===== src/rtl/fetch_pkg.sv =====
// fetch path definitions shared by the prefetch buffer blocks
// widths, the instruction word type and the control-transfer test
// that decides whether a second instruction may be paired behind it
`default_nettype none

package fetch_pkg;

  // one instruction word
  localparam int unsigned InstrW = 32;
  // a memory beat carries two instruction words, older one in the low half
  localparam int unsigned BeatW = 2 * InstrW;

  typedef logic [InstrW-1:0] instr_t;

  // major opcodes that redirect the fetch stream
  localparam logic [6:0] OpcJal    = 7'b1101111;
  localparam logic [6:0] OpcJalr   = 7'b1100111;
  localparam logic [6:0] OpcBranch = 7'b1100011;

  // true for jal, jalr and conditional branches
  function automatic logic is_ctrl_xfer(instr_t instr);
    logic [6:0] opc;
    opc = instr[6:0];
    return (opc == OpcJal) || (opc == OpcJalr) || (opc == OpcBranch);
  endfunction

endpackage

`default_nettype wire


===== src/rtl/dual_pair_if.sv =====
// dual valid/ready pair with two instruction slots
// valid and rdy use the count code 00 none, 01 one, 11 two; 10 is illegal
// data0 always holds the older instruction
`timescale 1ns/1ps
`default_nettype none

interface dual_pair_if import fetch_pkg::*; ();

  // number of instructions offered by the sender
  logic [1:0] valid;
  // number of instructions the receiver can take
  logic [1:0] rdy;
  // older slot
  instr_t     data0;
  // younger slot, meaningful only with valid 11
  instr_t     data1;

  // producer side
  modport sender (
    output valid,
    output data0,
    output data1,
    input  rdy
  );

  // consumer side
  modport receiver (
    input  valid,
    input  data0,
    input  data1,
    output rdy
  );

endinterface

`default_nettype wire


===== src/rtl/fetch_unpack.sv =====
// fetch beat unpacker
// holds one 64-bit memory beat and offers its one or two instructions
// to the FIFO, keeping the younger one when only one is taken
`timescale 1ns/1ps
`default_nettype none

module fetch_unpack import fetch_pkg::*; (
  input  logic             clk_i,
  input  logic             rst_ni,
  input  logic             flush_i,
  input  logic             mem_valid_i,
  input  logic [BeatW-1:0] mem_data_i,
  input  logic             mem_odd_i,
  output logic             mem_rdy_o,
  dual_pair_if.sender      out_o
);

  // instructions still waiting in the beat register, 0 to 2
  logic [1:0] cnt_q, cnt_d;
  // beat payload, slot0 is the older remaining instruction
  instr_t     slot0_q, slot1_q;
  logic       mem_take;
  // instructions the FIFO accepts this cycle
  logic [1:0] acc_num;

  // ready only from local state, so no path from FIFO ready to memory
  assign mem_rdy_o = (cnt_q == 2'd0) & ~flush_i;
  assign mem_take  = mem_valid_i & mem_rdy_o;

  // offer the remaining count as a dual code
  always_comb begin
    case (cnt_q)
      2'd2:    out_o.valid = 2'b11;
      2'd1:    out_o.valid = 2'b01;
      default: out_o.valid = 2'b00;
    endcase
  end

  assign out_o.data0 = slot0_q;
  assign out_o.data1 = slot1_q;

  // two only when both sides say two, otherwise one on bit 0
  always_comb begin
    if ((out_o.valid == 2'b11) && (out_o.rdy == 2'b11)) begin
      acc_num = 2'd2;
    end else if (out_o.valid[0] && out_o.rdy[0]) begin
      acc_num = 2'd1;
    end else begin
      acc_num = 2'd0;
    end
  end

  // a new beat only lands in an empty register, so acc_num is 0 then
  always_comb begin
    if (mem_take) begin
      cnt_d = mem_odd_i ? 2'd1 : 2'd2;
    end else begin
      cnt_d = cnt_q - acc_num;
    end
  end

  always_ff @(posedge clk_i or negedge rst_ni) begin
    if (!rst_ni) begin
      cnt_q <= 2'd0;
    end else if (flush_i) begin
      cnt_q <= 2'd0;
    end else begin
      cnt_q <= cnt_d;
    end
  end

  // odd start keeps only the upper half, placed in the older slot
  // slot1 takes the upper half either way so it never floats
  always_ff @(posedge clk_i) begin
    if (mem_take) begin
      slot0_q <= mem_odd_i ? mem_data_i[BeatW-1:InstrW] : mem_data_i[InstrW-1:0];
      slot1_q <= mem_data_i[BeatW-1:InstrW];
    end else if ((cnt_q == 2'd2) && (acc_num == 2'd1)) begin
      // leftover younger instruction moves up and is offered alone
      slot0_q <= slot1_q;
    end
  end

endmodule

`default_nettype wire


===== src/rtl/dual_fifo.sv =====
// dual-issue instruction FIFO
// writes and reads zero, one or two entries per cycle over a flop array,
// with extended pointers for full/empty and a single-cycle flush
`timescale 1ns/1ps
`default_nettype none

module dual_fifo import fetch_pkg::*; #(
  // power of two, at least 2
  parameter int unsigned Depth = 4
) (
  input  logic          clk_i,
  input  logic          rst_ni,
  input  logic          flush_i,
  dual_pair_if.receiver wr_i,
  dual_pair_if.sender   rd_o
);

  localparam int unsigned     AddrW   = $clog2(Depth);
  // one extra bit tells full from empty
  localparam int unsigned     PtrW    = AddrW + 1;
  localparam logic [PtrW-1:0] DepthM1 = PtrW'(Depth - 1);
  localparam logic [PtrW-1:0] DepthM2 = PtrW'(Depth - 2);

  logic [PtrW-1:0]  wr_ptr_q, wr_ptr_p1, wr_ptr_p2, wr_ptr_nxt;
  logic [PtrW-1:0]  rd_ptr_q, rd_ptr_p1, rd_ptr_p2, rd_ptr_nxt;
  // occupancy seen by the write side, after this cycle's reads
  logic [PtrW-1:0]  wr_level;
  // stored entries, drives the read side
  logic [PtrW-1:0]  rd_level;
  logic [AddrW-1:0] wr_addr0, wr_addr1;
  logic [AddrW-1:0] rd_addr0, rd_addr1;
  logic [1:0]       wr_en;

  instr_t mem_q [Depth];

  assign wr_ptr_p1 = wr_ptr_q + PtrW'(1);
  assign wr_ptr_p2 = wr_ptr_q + PtrW'(2);
  assign rd_ptr_p1 = rd_ptr_q + PtrW'(1);
  assign rd_ptr_p2 = rd_ptr_q + PtrW'(2);

  assign wr_level = wr_ptr_q - rd_ptr_nxt;
  assign rd_level = wr_ptr_q - rd_ptr_q;

  // storage addresses drop the wrap bit
  assign wr_addr0 = wr_ptr_q[AddrW-1:0];
  assign wr_addr1 = wr_ptr_p1[AddrW-1:0];
  assign rd_addr0 = rd_ptr_q[AddrW-1:0];
  assign rd_addr1 = rd_ptr_p1[AddrW-1:0];

  // free space as a legal ready code, bit 1 implies bit 0
  assign wr_i.rdy[1] = (wr_level <= DepthM2);
  assign wr_i.rdy[0] = (wr_level <= DepthM1);

  // fill level as a legal valid code
  assign rd_o.valid[1] = (rd_level >= PtrW'(2));
  assign rd_o.valid[0] = (rd_level >= PtrW'(1));

  // read side is combinational from the array
  assign rd_o.data0 = mem_q[rd_addr0];
  assign rd_o.data1 = mem_q[rd_addr1];

  always_comb begin
    // read pointer advance
    if ((rd_o.valid == 2'b11) && (rd_o.rdy == 2'b11)) begin
      rd_ptr_nxt = rd_ptr_p2;
    end else if (rd_o.valid[0] && rd_o.rdy[0]) begin
      rd_ptr_nxt = rd_ptr_p1;
    end else begin
      rd_ptr_nxt = rd_ptr_q;
    end

    // write pointer advance and per-slot enables
    if ((wr_i.rdy == 2'b11) && (wr_i.valid == 2'b11)) begin
      wr_ptr_nxt = wr_ptr_p2;
      wr_en      = 2'b11;
    end else if (wr_i.rdy[0] && wr_i.valid[0]) begin
      wr_ptr_nxt = wr_ptr_p1;
      wr_en      = 2'b01;
    end else begin
      wr_ptr_nxt = wr_ptr_q;
      wr_en      = 2'b00;
    end
  end

  // flush drops every entry by zeroing both pointers
  always_ff @(posedge clk_i or negedge rst_ni) begin
    if (!rst_ni) begin
      wr_ptr_q <= '0;
      rd_ptr_q <= '0;
    end else if (flush_i) begin
      wr_ptr_q <= '0;
      rd_ptr_q <= '0;
    end else begin
      wr_ptr_q <= wr_ptr_nxt;
      rd_ptr_q <= rd_ptr_nxt;
    end
  end

  // one write port pair per entry, slot0 lands at the write pointer
  for (genvar i = 0; i < Depth; i++) begin : gen_mem
    always_ff @(posedge clk_i) begin
      if (wr_en[0] && (wr_addr0 == AddrW'(i))) begin
        mem_q[i] <= wr_i.data0;
      end else if (wr_en[1] && (wr_addr1 == AddrW'(i))) begin
        mem_q[i] <= wr_i.data1;
      end
    end
  end

endmodule

`default_nettype wire


===== src/rtl/issue_pair.sv =====
// issue pairing stage between the FIFO head and decode
// holds back the second instruction behind a control transfer and
// returns decode's ready code, limited to what was offered
`timescale 1ns/1ps
`default_nettype none

module issue_pair import fetch_pkg::*; (
  dual_pair_if.receiver in_i,
  output logic [1:0]    iss_valid_o,
  output instr_t        iss_instr0_o,
  output instr_t        iss_instr1_o,
  input  logic [1:0]    iss_rdy_i
);

  // older head instruction redirects the stream
  logic       head_ctrl;
  // code actually offered to decode
  logic [1:0] offer;

  assign head_ctrl = is_ctrl_xfer(in_i.data0);

  // two drops to one when the head is a jump or branch
  always_comb begin
    if ((in_i.valid == 2'b11) && head_ctrl) begin
      offer = 2'b01;
    end else begin
      offer = in_i.valid;
    end
  end

  assign iss_valid_o  = offer;
  assign iss_instr0_o = in_i.data0;
  assign iss_instr1_o = in_i.data1;

  // never report more ready than offered
  // bit 1 also needs bit 0 so the returned code stays legal
  assign in_i.rdy[0] = iss_rdy_i[0] & offer[0];
  assign in_i.rdy[1] = iss_rdy_i[1] & iss_rdy_i[0] & offer[1];

endmodule

`default_nettype wire


===== src/rtl/fetch_buffer_top.sv =====
// instruction prefetch buffer
// memory beats are unpacked, queued in a dual-issue FIFO and offered
// to decode one or two at a time; flush empties the path in one cycle
`timescale 1ns/1ps
`default_nettype none

module fetch_buffer_top import fetch_pkg::*; #(
  // FIFO entries, power of two
  parameter int unsigned Depth = 4
) (
  input  logic             clk_i,
  input  logic             rst_ni,
  input  logic             flush_i,
  // memory beat side
  input  logic             mem_valid_i,
  input  logic [BeatW-1:0] mem_data_i,
  input  logic             mem_odd_i,
  output logic             mem_rdy_o,
  // decode side, dual count code
  output logic [1:0]       iss_valid_o,
  output instr_t           iss_instr0_o,
  output instr_t           iss_instr1_o,
  input  logic [1:0]       iss_rdy_i
);

  // unpacker to FIFO
  dual_pair_if unpack_q ();
  // FIFO to pairing stage
  dual_pair_if issue_q ();

  fetch_unpack fetch_unpack_i (
    .clk_i       (clk_i),
    .rst_ni      (rst_ni),
    .flush_i     (flush_i),
    .mem_valid_i (mem_valid_i),
    .mem_data_i  (mem_data_i),
    .mem_odd_i   (mem_odd_i),
    .mem_rdy_o   (mem_rdy_o),
    .out_o       (unpack_q.sender)
  );

  dual_fifo #(
    .Depth (Depth)
  ) dual_fifo_i (
    .clk_i   (clk_i),
    .rst_ni  (rst_ni),
    .flush_i (flush_i),
    .wr_i    (unpack_q.receiver),
    .rd_o    (issue_q.sender)
  );

  issue_pair issue_pair_i (
    .in_i         (issue_q.receiver),
    .iss_valid_o  (iss_valid_o),
    .iss_instr0_o (iss_instr0_o),
    .iss_instr1_o (iss_instr1_o),
    .iss_rdy_i    (iss_rdy_i)
  );

endmodule

`default_nettype wire


===== config.mk =====
export PLATFORM = sky130hd
export DESIGN_NAME = fetch_buffer_top
export DESIGN_NICKNAME = d
export VERILOG_FILES = /design/src/rtl/fetch_pkg.sv /design/src/rtl/dual_pair_if.sv /design/src/rtl/fetch_unpack.sv /design/src/rtl/dual_fifo.sv /design/src/rtl/issue_pair.sv /design/src/rtl/fetch_buffer_top.sv
export SDC_FILE = /design/constraint.sdc
export NUM_CORES = 1
export LEC_CHECK = 0
export BUFFER_PORTS_ARGS = -buffer_cell sky130_fd_sc_hd__buf_2
export CAP_MARGIN = 30
export CORE_MARGIN = 3
export CORE_UTILIZATION = 35
export DETAILED_ROUTE_END_ITERATION = 7
export SLEW_MARGIN = 20
export SYNTH_ARGS = -nofsm -noshare
export SYNTH_HDL_FRONTEND = slang
export SYNTH_SLANG_ARGS = --single-unit

===== constraint.sdc =====
create_clock -name clk_i -period 9.16 [get_ports clk_i]
set_input_delay 1.374 -clock clk_i [delete_from_list [all_inputs] [get_ports clk_i]]
set_output_delay 1.374 -clock clk_i [all_outputs]
set_load 0.02 [all_outputs]

### Word-level counts from Yosys, hierarchy flattened

Memory sizes are Yosys's and may differ from the RTL's.
Cells that the tools add are included.

| storage, ports and cells | value |
|---|---|
| memories | 1 |
| output and inout port bits | 67 |
| RAM bits | 128 |
| logic and storage cells | 113 |
| input port bits | 71 |
| register bits | 72 |

| operators by class | value |
|---|---|
| magnitude comparators | 4 |
| bitwise operators | 10 |
| add/sub/neg operators | 7 |
| equal/unequal tests | 16 |
| reductions and logical operators | 23 |
| mux-type cells | 47 |

Memory list:

| name | depth | bits a word | read ports | clocked after Yosys merged registers in | write ports | line | RTL |
|---|---|---|---|---|---|---|---|
| dual_fifo_i.mem_q | 4 | 32 | 2 | 0 | 2 | dual_fifo.sv:34 | `instr_t mem_q [Depth];` |

Operators by type and width:

| kind | number |
|---|---|
| $mux 32 | 9 |
| $reduce_or 32->1 | 2 |
| $mux 1 | 23 |
| $eq 7x7->1 const B | 3 |
| $eq 2x2->1 const B | 9 |
| $mux 3 | 6 |
| $mux 2 | 8 |
| $logic_and 1x1->1 | 14 |
| $eq 2x1->1 const B | 4 |
| $add 3x1->3 const B | 2 |
| $add 3x2->3 const B | 2 |
| $le 3x2->1 const B | 2 |
| $logic_not 2->1 | 3 |
| $sub 3x3->3 | 2 |
| $and 1x1->1 | 5 |
| $or 1x1->1 | 4 |
| $pmux 2 s2 | 1 |
| $ge 3x1->1 const B | 1 |
| $ge 3x2->1 const B | 1 |
| $reduce_bool 3->1 | 1 |
| $logic_or 1x1->1 | 2 |
| $reduce_bool 2->1 | 1 |
| $sub 2x2->2 | 1 |
| $not 1->1 | 1 |

### Logic depth before layout (Yosys ltp)

An unclocked memory read counts as a cell.

| logic depth | value |
|---|---|
| depth in word-level cells | 22 |
| gate-level depth with buffers | 20 |
| depth with buffers taken out | 19 |

### Cells and area by module

From an unflattened synthesis, not the netlist that was laid out.

| unflattened totals | value |
|---|---|
| cells, all modules | 712 |
| area, all modules | 11217.0 µm² |

Modules (own cells, without submodules):

| module | instances | cells each | area each (µm²) | sequential area each (µm²) |
|---|---|---|---|---|
| dual_fifo | 1 | 449 | 7828.8 | 3993.8 |
| fetch_unpack | 1 | 191 | 2855.2 | 1971.9 |
| issue_pair | 1 | 72 | 533.0 | 0.0 |

### Worst setup path before layout

Ideal clock, no wire load.

| timing | value |
|---|---|
| path type | reg2reg |
| from | reg dual_fifo_i.rd_ptr_q[1] |
| to | mem dual_fifo_i.mem_q[0][0] in the netlist's numbering, enable pin |
| data arrival time | 5.573 ns |
| stages on the path, launching flop included | 16 |
| path slack | 3.166 ns |
| library setup time | 0.421 ns |
| clock period less this slack | 5.994 ns |
| path buffers | 3 |
| required time | 8.739 ns |
| cell sequence | dfrtp_1 > buf_2 > buf_1 > clkbuf_1 > inv_1 > fa_1 > xnor3_1 > o21ai_0 > a31oi_4 > nor2_1 > xor2_1 > ha_1 > fa_1 > xnor2_1 > xnor2_1 > nor2_1 |

RTL lines:

| what | line | RTL |
|---|---|---|
| start, declared | dual_fifo.sv:25 | `logic [PtrW-1:0] rd_ptr_q, rd_ptr_p1, rd_ptr_p2, rd_ptr_nxt;` |
| start signal, assigned | dual_fifo.sv:95 | `rd_ptr_q <= rd_ptr_nxt;` |
| end, declared | dual_fifo.sv:34 |  |

==> results.json <==
{
  "status": "complete, no violations",
  "port_buffers": 137,
  "drt-wirelength-per-cell_um": 21.4,
  "grt_pass1_wl_um": 38600,
  "dp_cells": 1138,
  "post_cts.repair.setup_buffers": 0,
  "synth_area_leader_cell": "edfxtp_1",
  "fin_area_um2": 12400,
  "ys_ff_latch": 200,
  "dp_hpwl_um": 16300,
  "fin_setup_tns_ns": 0,
  "rsz0062_at_grt": "false",
  "power.share.sequential_pct": 35.5,
  "regArea_um2": 5970,
  "worstRegToRegCells": 15,
  "drt_iter0_markers": 417,
  "antenna_found_initial": 0,
  "drt_wl_total_um": 25100,
  "p_sw_share_pct": 39.7,
  "synth_top_area_share_pct": 53.7,
  "ys.flop_type": "edfxtp_1",
  "hp-class": "reg -> reg",
  "syn-num-nets": 726,
  "hold_end": "dual_fifo_i.mem_q[1][10]$_DFFE_PP_",
  "relSlewSlack_pct": 36.8,
  "most-common-layout-cells": "edfxtp_1, buf_2, mux2_2",
  "clk_latency_ns": 0.45,
  "end_kind": "flip-flop",
  "hold_path_startpoint": "fetch_unpack_i.out_o.data0[10]$_DFFE_PP_",
  "insertedDiodeCount": 0,
  "finalSetupViolations": 0,
  "drt_first_pass_iters": 5,
  "fin_nets": 857,
  "cts_buffers": 17,
  "worst_pin_slew_ns": 0.948,
  "io_pins": 138,
  "final_cells": 1172,
  "fin_crit_ns": 6.09,
  "fmax_ghz": 0.164,
  "grt_overflow": 0,
  "finalCritPeriodShare_pct": 66.5,
  "hold_depth": 1,
  "grt_max_degree": 86,
  "slew_viol_final": 0,
  "dieArea_um2": 32800,
  "yosys_warnings": 0,
  "cts.htree.levels": 4,
  "cap_violations": 0,
  "p_per_area_nw_per_um2": 353,
  "worst-setup-path-type": "reg -> reg",
  "grt_pass1_vias": 6277,
  "drive_above_1_share_pct": 47.3,
  "synth_area_um2": 10700,
  "fp.dieW_um": 181,
  "cts_tree": "built",
  "syn_inst": 638,
  "ant_nets": 0,
  "root_buffer": "clkbuf_16",
  "leakage_nw": 4.33,
  "finalHoldViolCount": 0,
  "die_h_um": 181,
  "cts_buffer_depth": 2,
  "n_fill_cell": 2768,
  "area_growth_pct": 15.6,
  "critical_path.max_fanout": 40,
  "p_int_mw": 2.64,
  "crit_path_start_kind": "flip-flop",
  "syn_area_per_cell_um2": 16.8,
  "pwr-share-comb_pct": 47.1,
  "synth_edf_count": 192,
  "async_flop_share_pct": 4.00,
  "crit_arrival_ns": 6.28,
  "dpl_cell_area_um2": 11800,
  "synth_cell_types": 44,
  "holdBufCountCts": 0,
  "cts_sinks": 200,
  "vias": 6093,
  "final_common_cell": "edfxtp_1",
  "p_switching_mw": 1.74,
  "clockPowerShare_pct": 17.4,
  "initial_core_util_pct": 35.8,
  "grtUsageTotal_pct": 15.4,
  "cts_resized": 0,
  "multi_input_area_um2": 4500,
  "vias_per_cell": 5.20,
  "required_ns": 9.34,
  "synth_seq_area_share_pct": 55.6,
  "path_clk_slew_ns": 0.07,
  "ys_top_cells_by_area": "edfxtp_1, mux4_2, mux2_2",
  "r2r_slack_ns": 3.07,
  "utilization_pct": 41.4,
  "ir_drop_uv": 169,
  "core_area_um2": 30000,
  "place_congestion": 0.802,
  "drc": 0,
  "timing.rr.end": "dual_fifo_i.mem_q[0][29]$_DFFE_PP_",
  "row_count": 63,
  "clock_skew_ns": 0.0243,
  "r2r-start": "dual_fifo_i.rd_ptr_q[0]$_DFF_PN0_"
}
-- through the flow --
stage | hold slack, ns | setup WS [ns] | power (mW)
floorplan | 0.565 | 3.17 | 2.95
global placement | 0.595 | 3.16 | 3.64
detailed placement | 0.595 | 3.04 | 3.66
CTS | 0.625 | 3.03 | 4.43
global route | 0.647 | 2.75 | 4.62
finish | 0.624 | 3.07 | 4.38
-- area by class of cell --
| cell class | count | area share (%) |
|---|---|---|
| clock buffer | 18 | 3.46 |
| clock inverter | 14 | 1.32 |
| inverter | 8 | 0.262 |
| multi-input combinational | 390 | 36.2 |
| sequential | 200 | 48.1 |
| tap | 390 | 3.93 |
| timing repair buffer | 152 | 6.71 |
-- worst max path at each step --
| stage | startpoint | endpoint | depth (start not counted) |
|---|---|---|---|
| 3_5_place_dp | dual_fifo_i.rd_ptr_q[0]$_DFF_PN0_ | dual_fifo_i.mem_q[0][18]$_DFFE_PP_ | 15 |
| 5_1_grt | dual_fifo_i.rd_ptr_q[0]$_DFF_PN0_ | dual_fifo_i.mem_q[0][21]$_DFFE_PP_ | 15 |
| 4_1_cts | dual_fifo_i.rd_ptr_q[0]$_DFF_PN0_ | dual_fifo_i.mem_q[0][29]$_DFFE_PP_ | 15 |
| 2_1_floorplan | dual_fifo_i.rd_ptr_q[1]$_DFF_PN0_ | dual_fifo_i.mem_q[0][0]$_DFFE_PP_ | 15 |
| 3_3_place_gp | dual_fifo_i.rd_ptr_q[0]$_DFF_PN0_ | dual_fifo_i.mem_q[0][22]$_DFFE_PP_ | 15 |
| 6_report | dual_fifo_i.rd_ptr_q[0]$_DFF_PN0_ | dual_fifo_i.mem_q[0][29]$_DFFE_PP_ | 15 |
-- power groups by stage --
stage               registers [mW]  logic (mW)  clock network (mW)
global route                  1.59        2.21               0.814
global placement              1.57        2.07                   0
floorplan                     1.50        1.45                   0
finish                        1.55        2.06               0.760
CTS                           1.56        2.10               0.777
detailed placement            1.58        2.08                   0
-- kinds of logic after synthesis --
logic type / count (synthesis) / synth area share [%]
buffers and inverters: 48 / 2.86
XOR/XNOR: 8 / 0.921
adder cells (fa/ha/maj): 17 / 2.12
flip-flops: 200 / 55.6
AO/OA/AOI/OAI: 58 / 3.54
multiplexers: 232 / 31.9
AND/OR/NAND/NOR: 75 / 3.12
-- cell usage after synthesis (8+ instances only) --
library cell / n
mux2_2: 77
nor2_1: 44
nand2_1: 10
a21oi_1: 37
mux2_1: 23
mux2i_1: 36
edfxtp_1: 192
mux2_4: 31
ha_1: 15
inv_1: 8
clkbuf_1: 18
buf_6: 10
dfrtp_1: 8
mux4_2: 63
-- state kept, by name, indices dropped and copies added (netlist names) --
name,cells
dual_fifo_i.wr_ptr_q,3
fetch_unpack_i.out_o.data0,32
fetch_unpack_i.cnt_q,2
dual_fifo_i.rd_ptr_q,3
fetch_unpack_i.out_o.data1,32
dual_fifo_i.mem_q,128
-- critical path, stage by stage (launching register included) --
cell and delay (ns):
dfrtp_4 0.73, buf_4 0.61, mux4_2 0.62, and4b_4 0.22, a31oi_4 0.34, nor2_1 0.10
xor2_1 0.17, ha_1 0.25, fa_1 0.52, o21ai_1 0.19, nor2_1 0.20, nand2_1 0.07
mux2_4 0.35, a21oi_4 0.60, buf_4 0.42, mux2_2 0.38
-- per-layer routing --
layer	vias to the layer above	wire (um)	global-route usage, %
li1	2806	-	-
met1	3113	10800	20.5
met2	166	12600	26.0
met3	8	1490	3.44
met4	0	172	3.08
met5	-	0	0
Note: power is estimated with default switching activity, not from simulation.
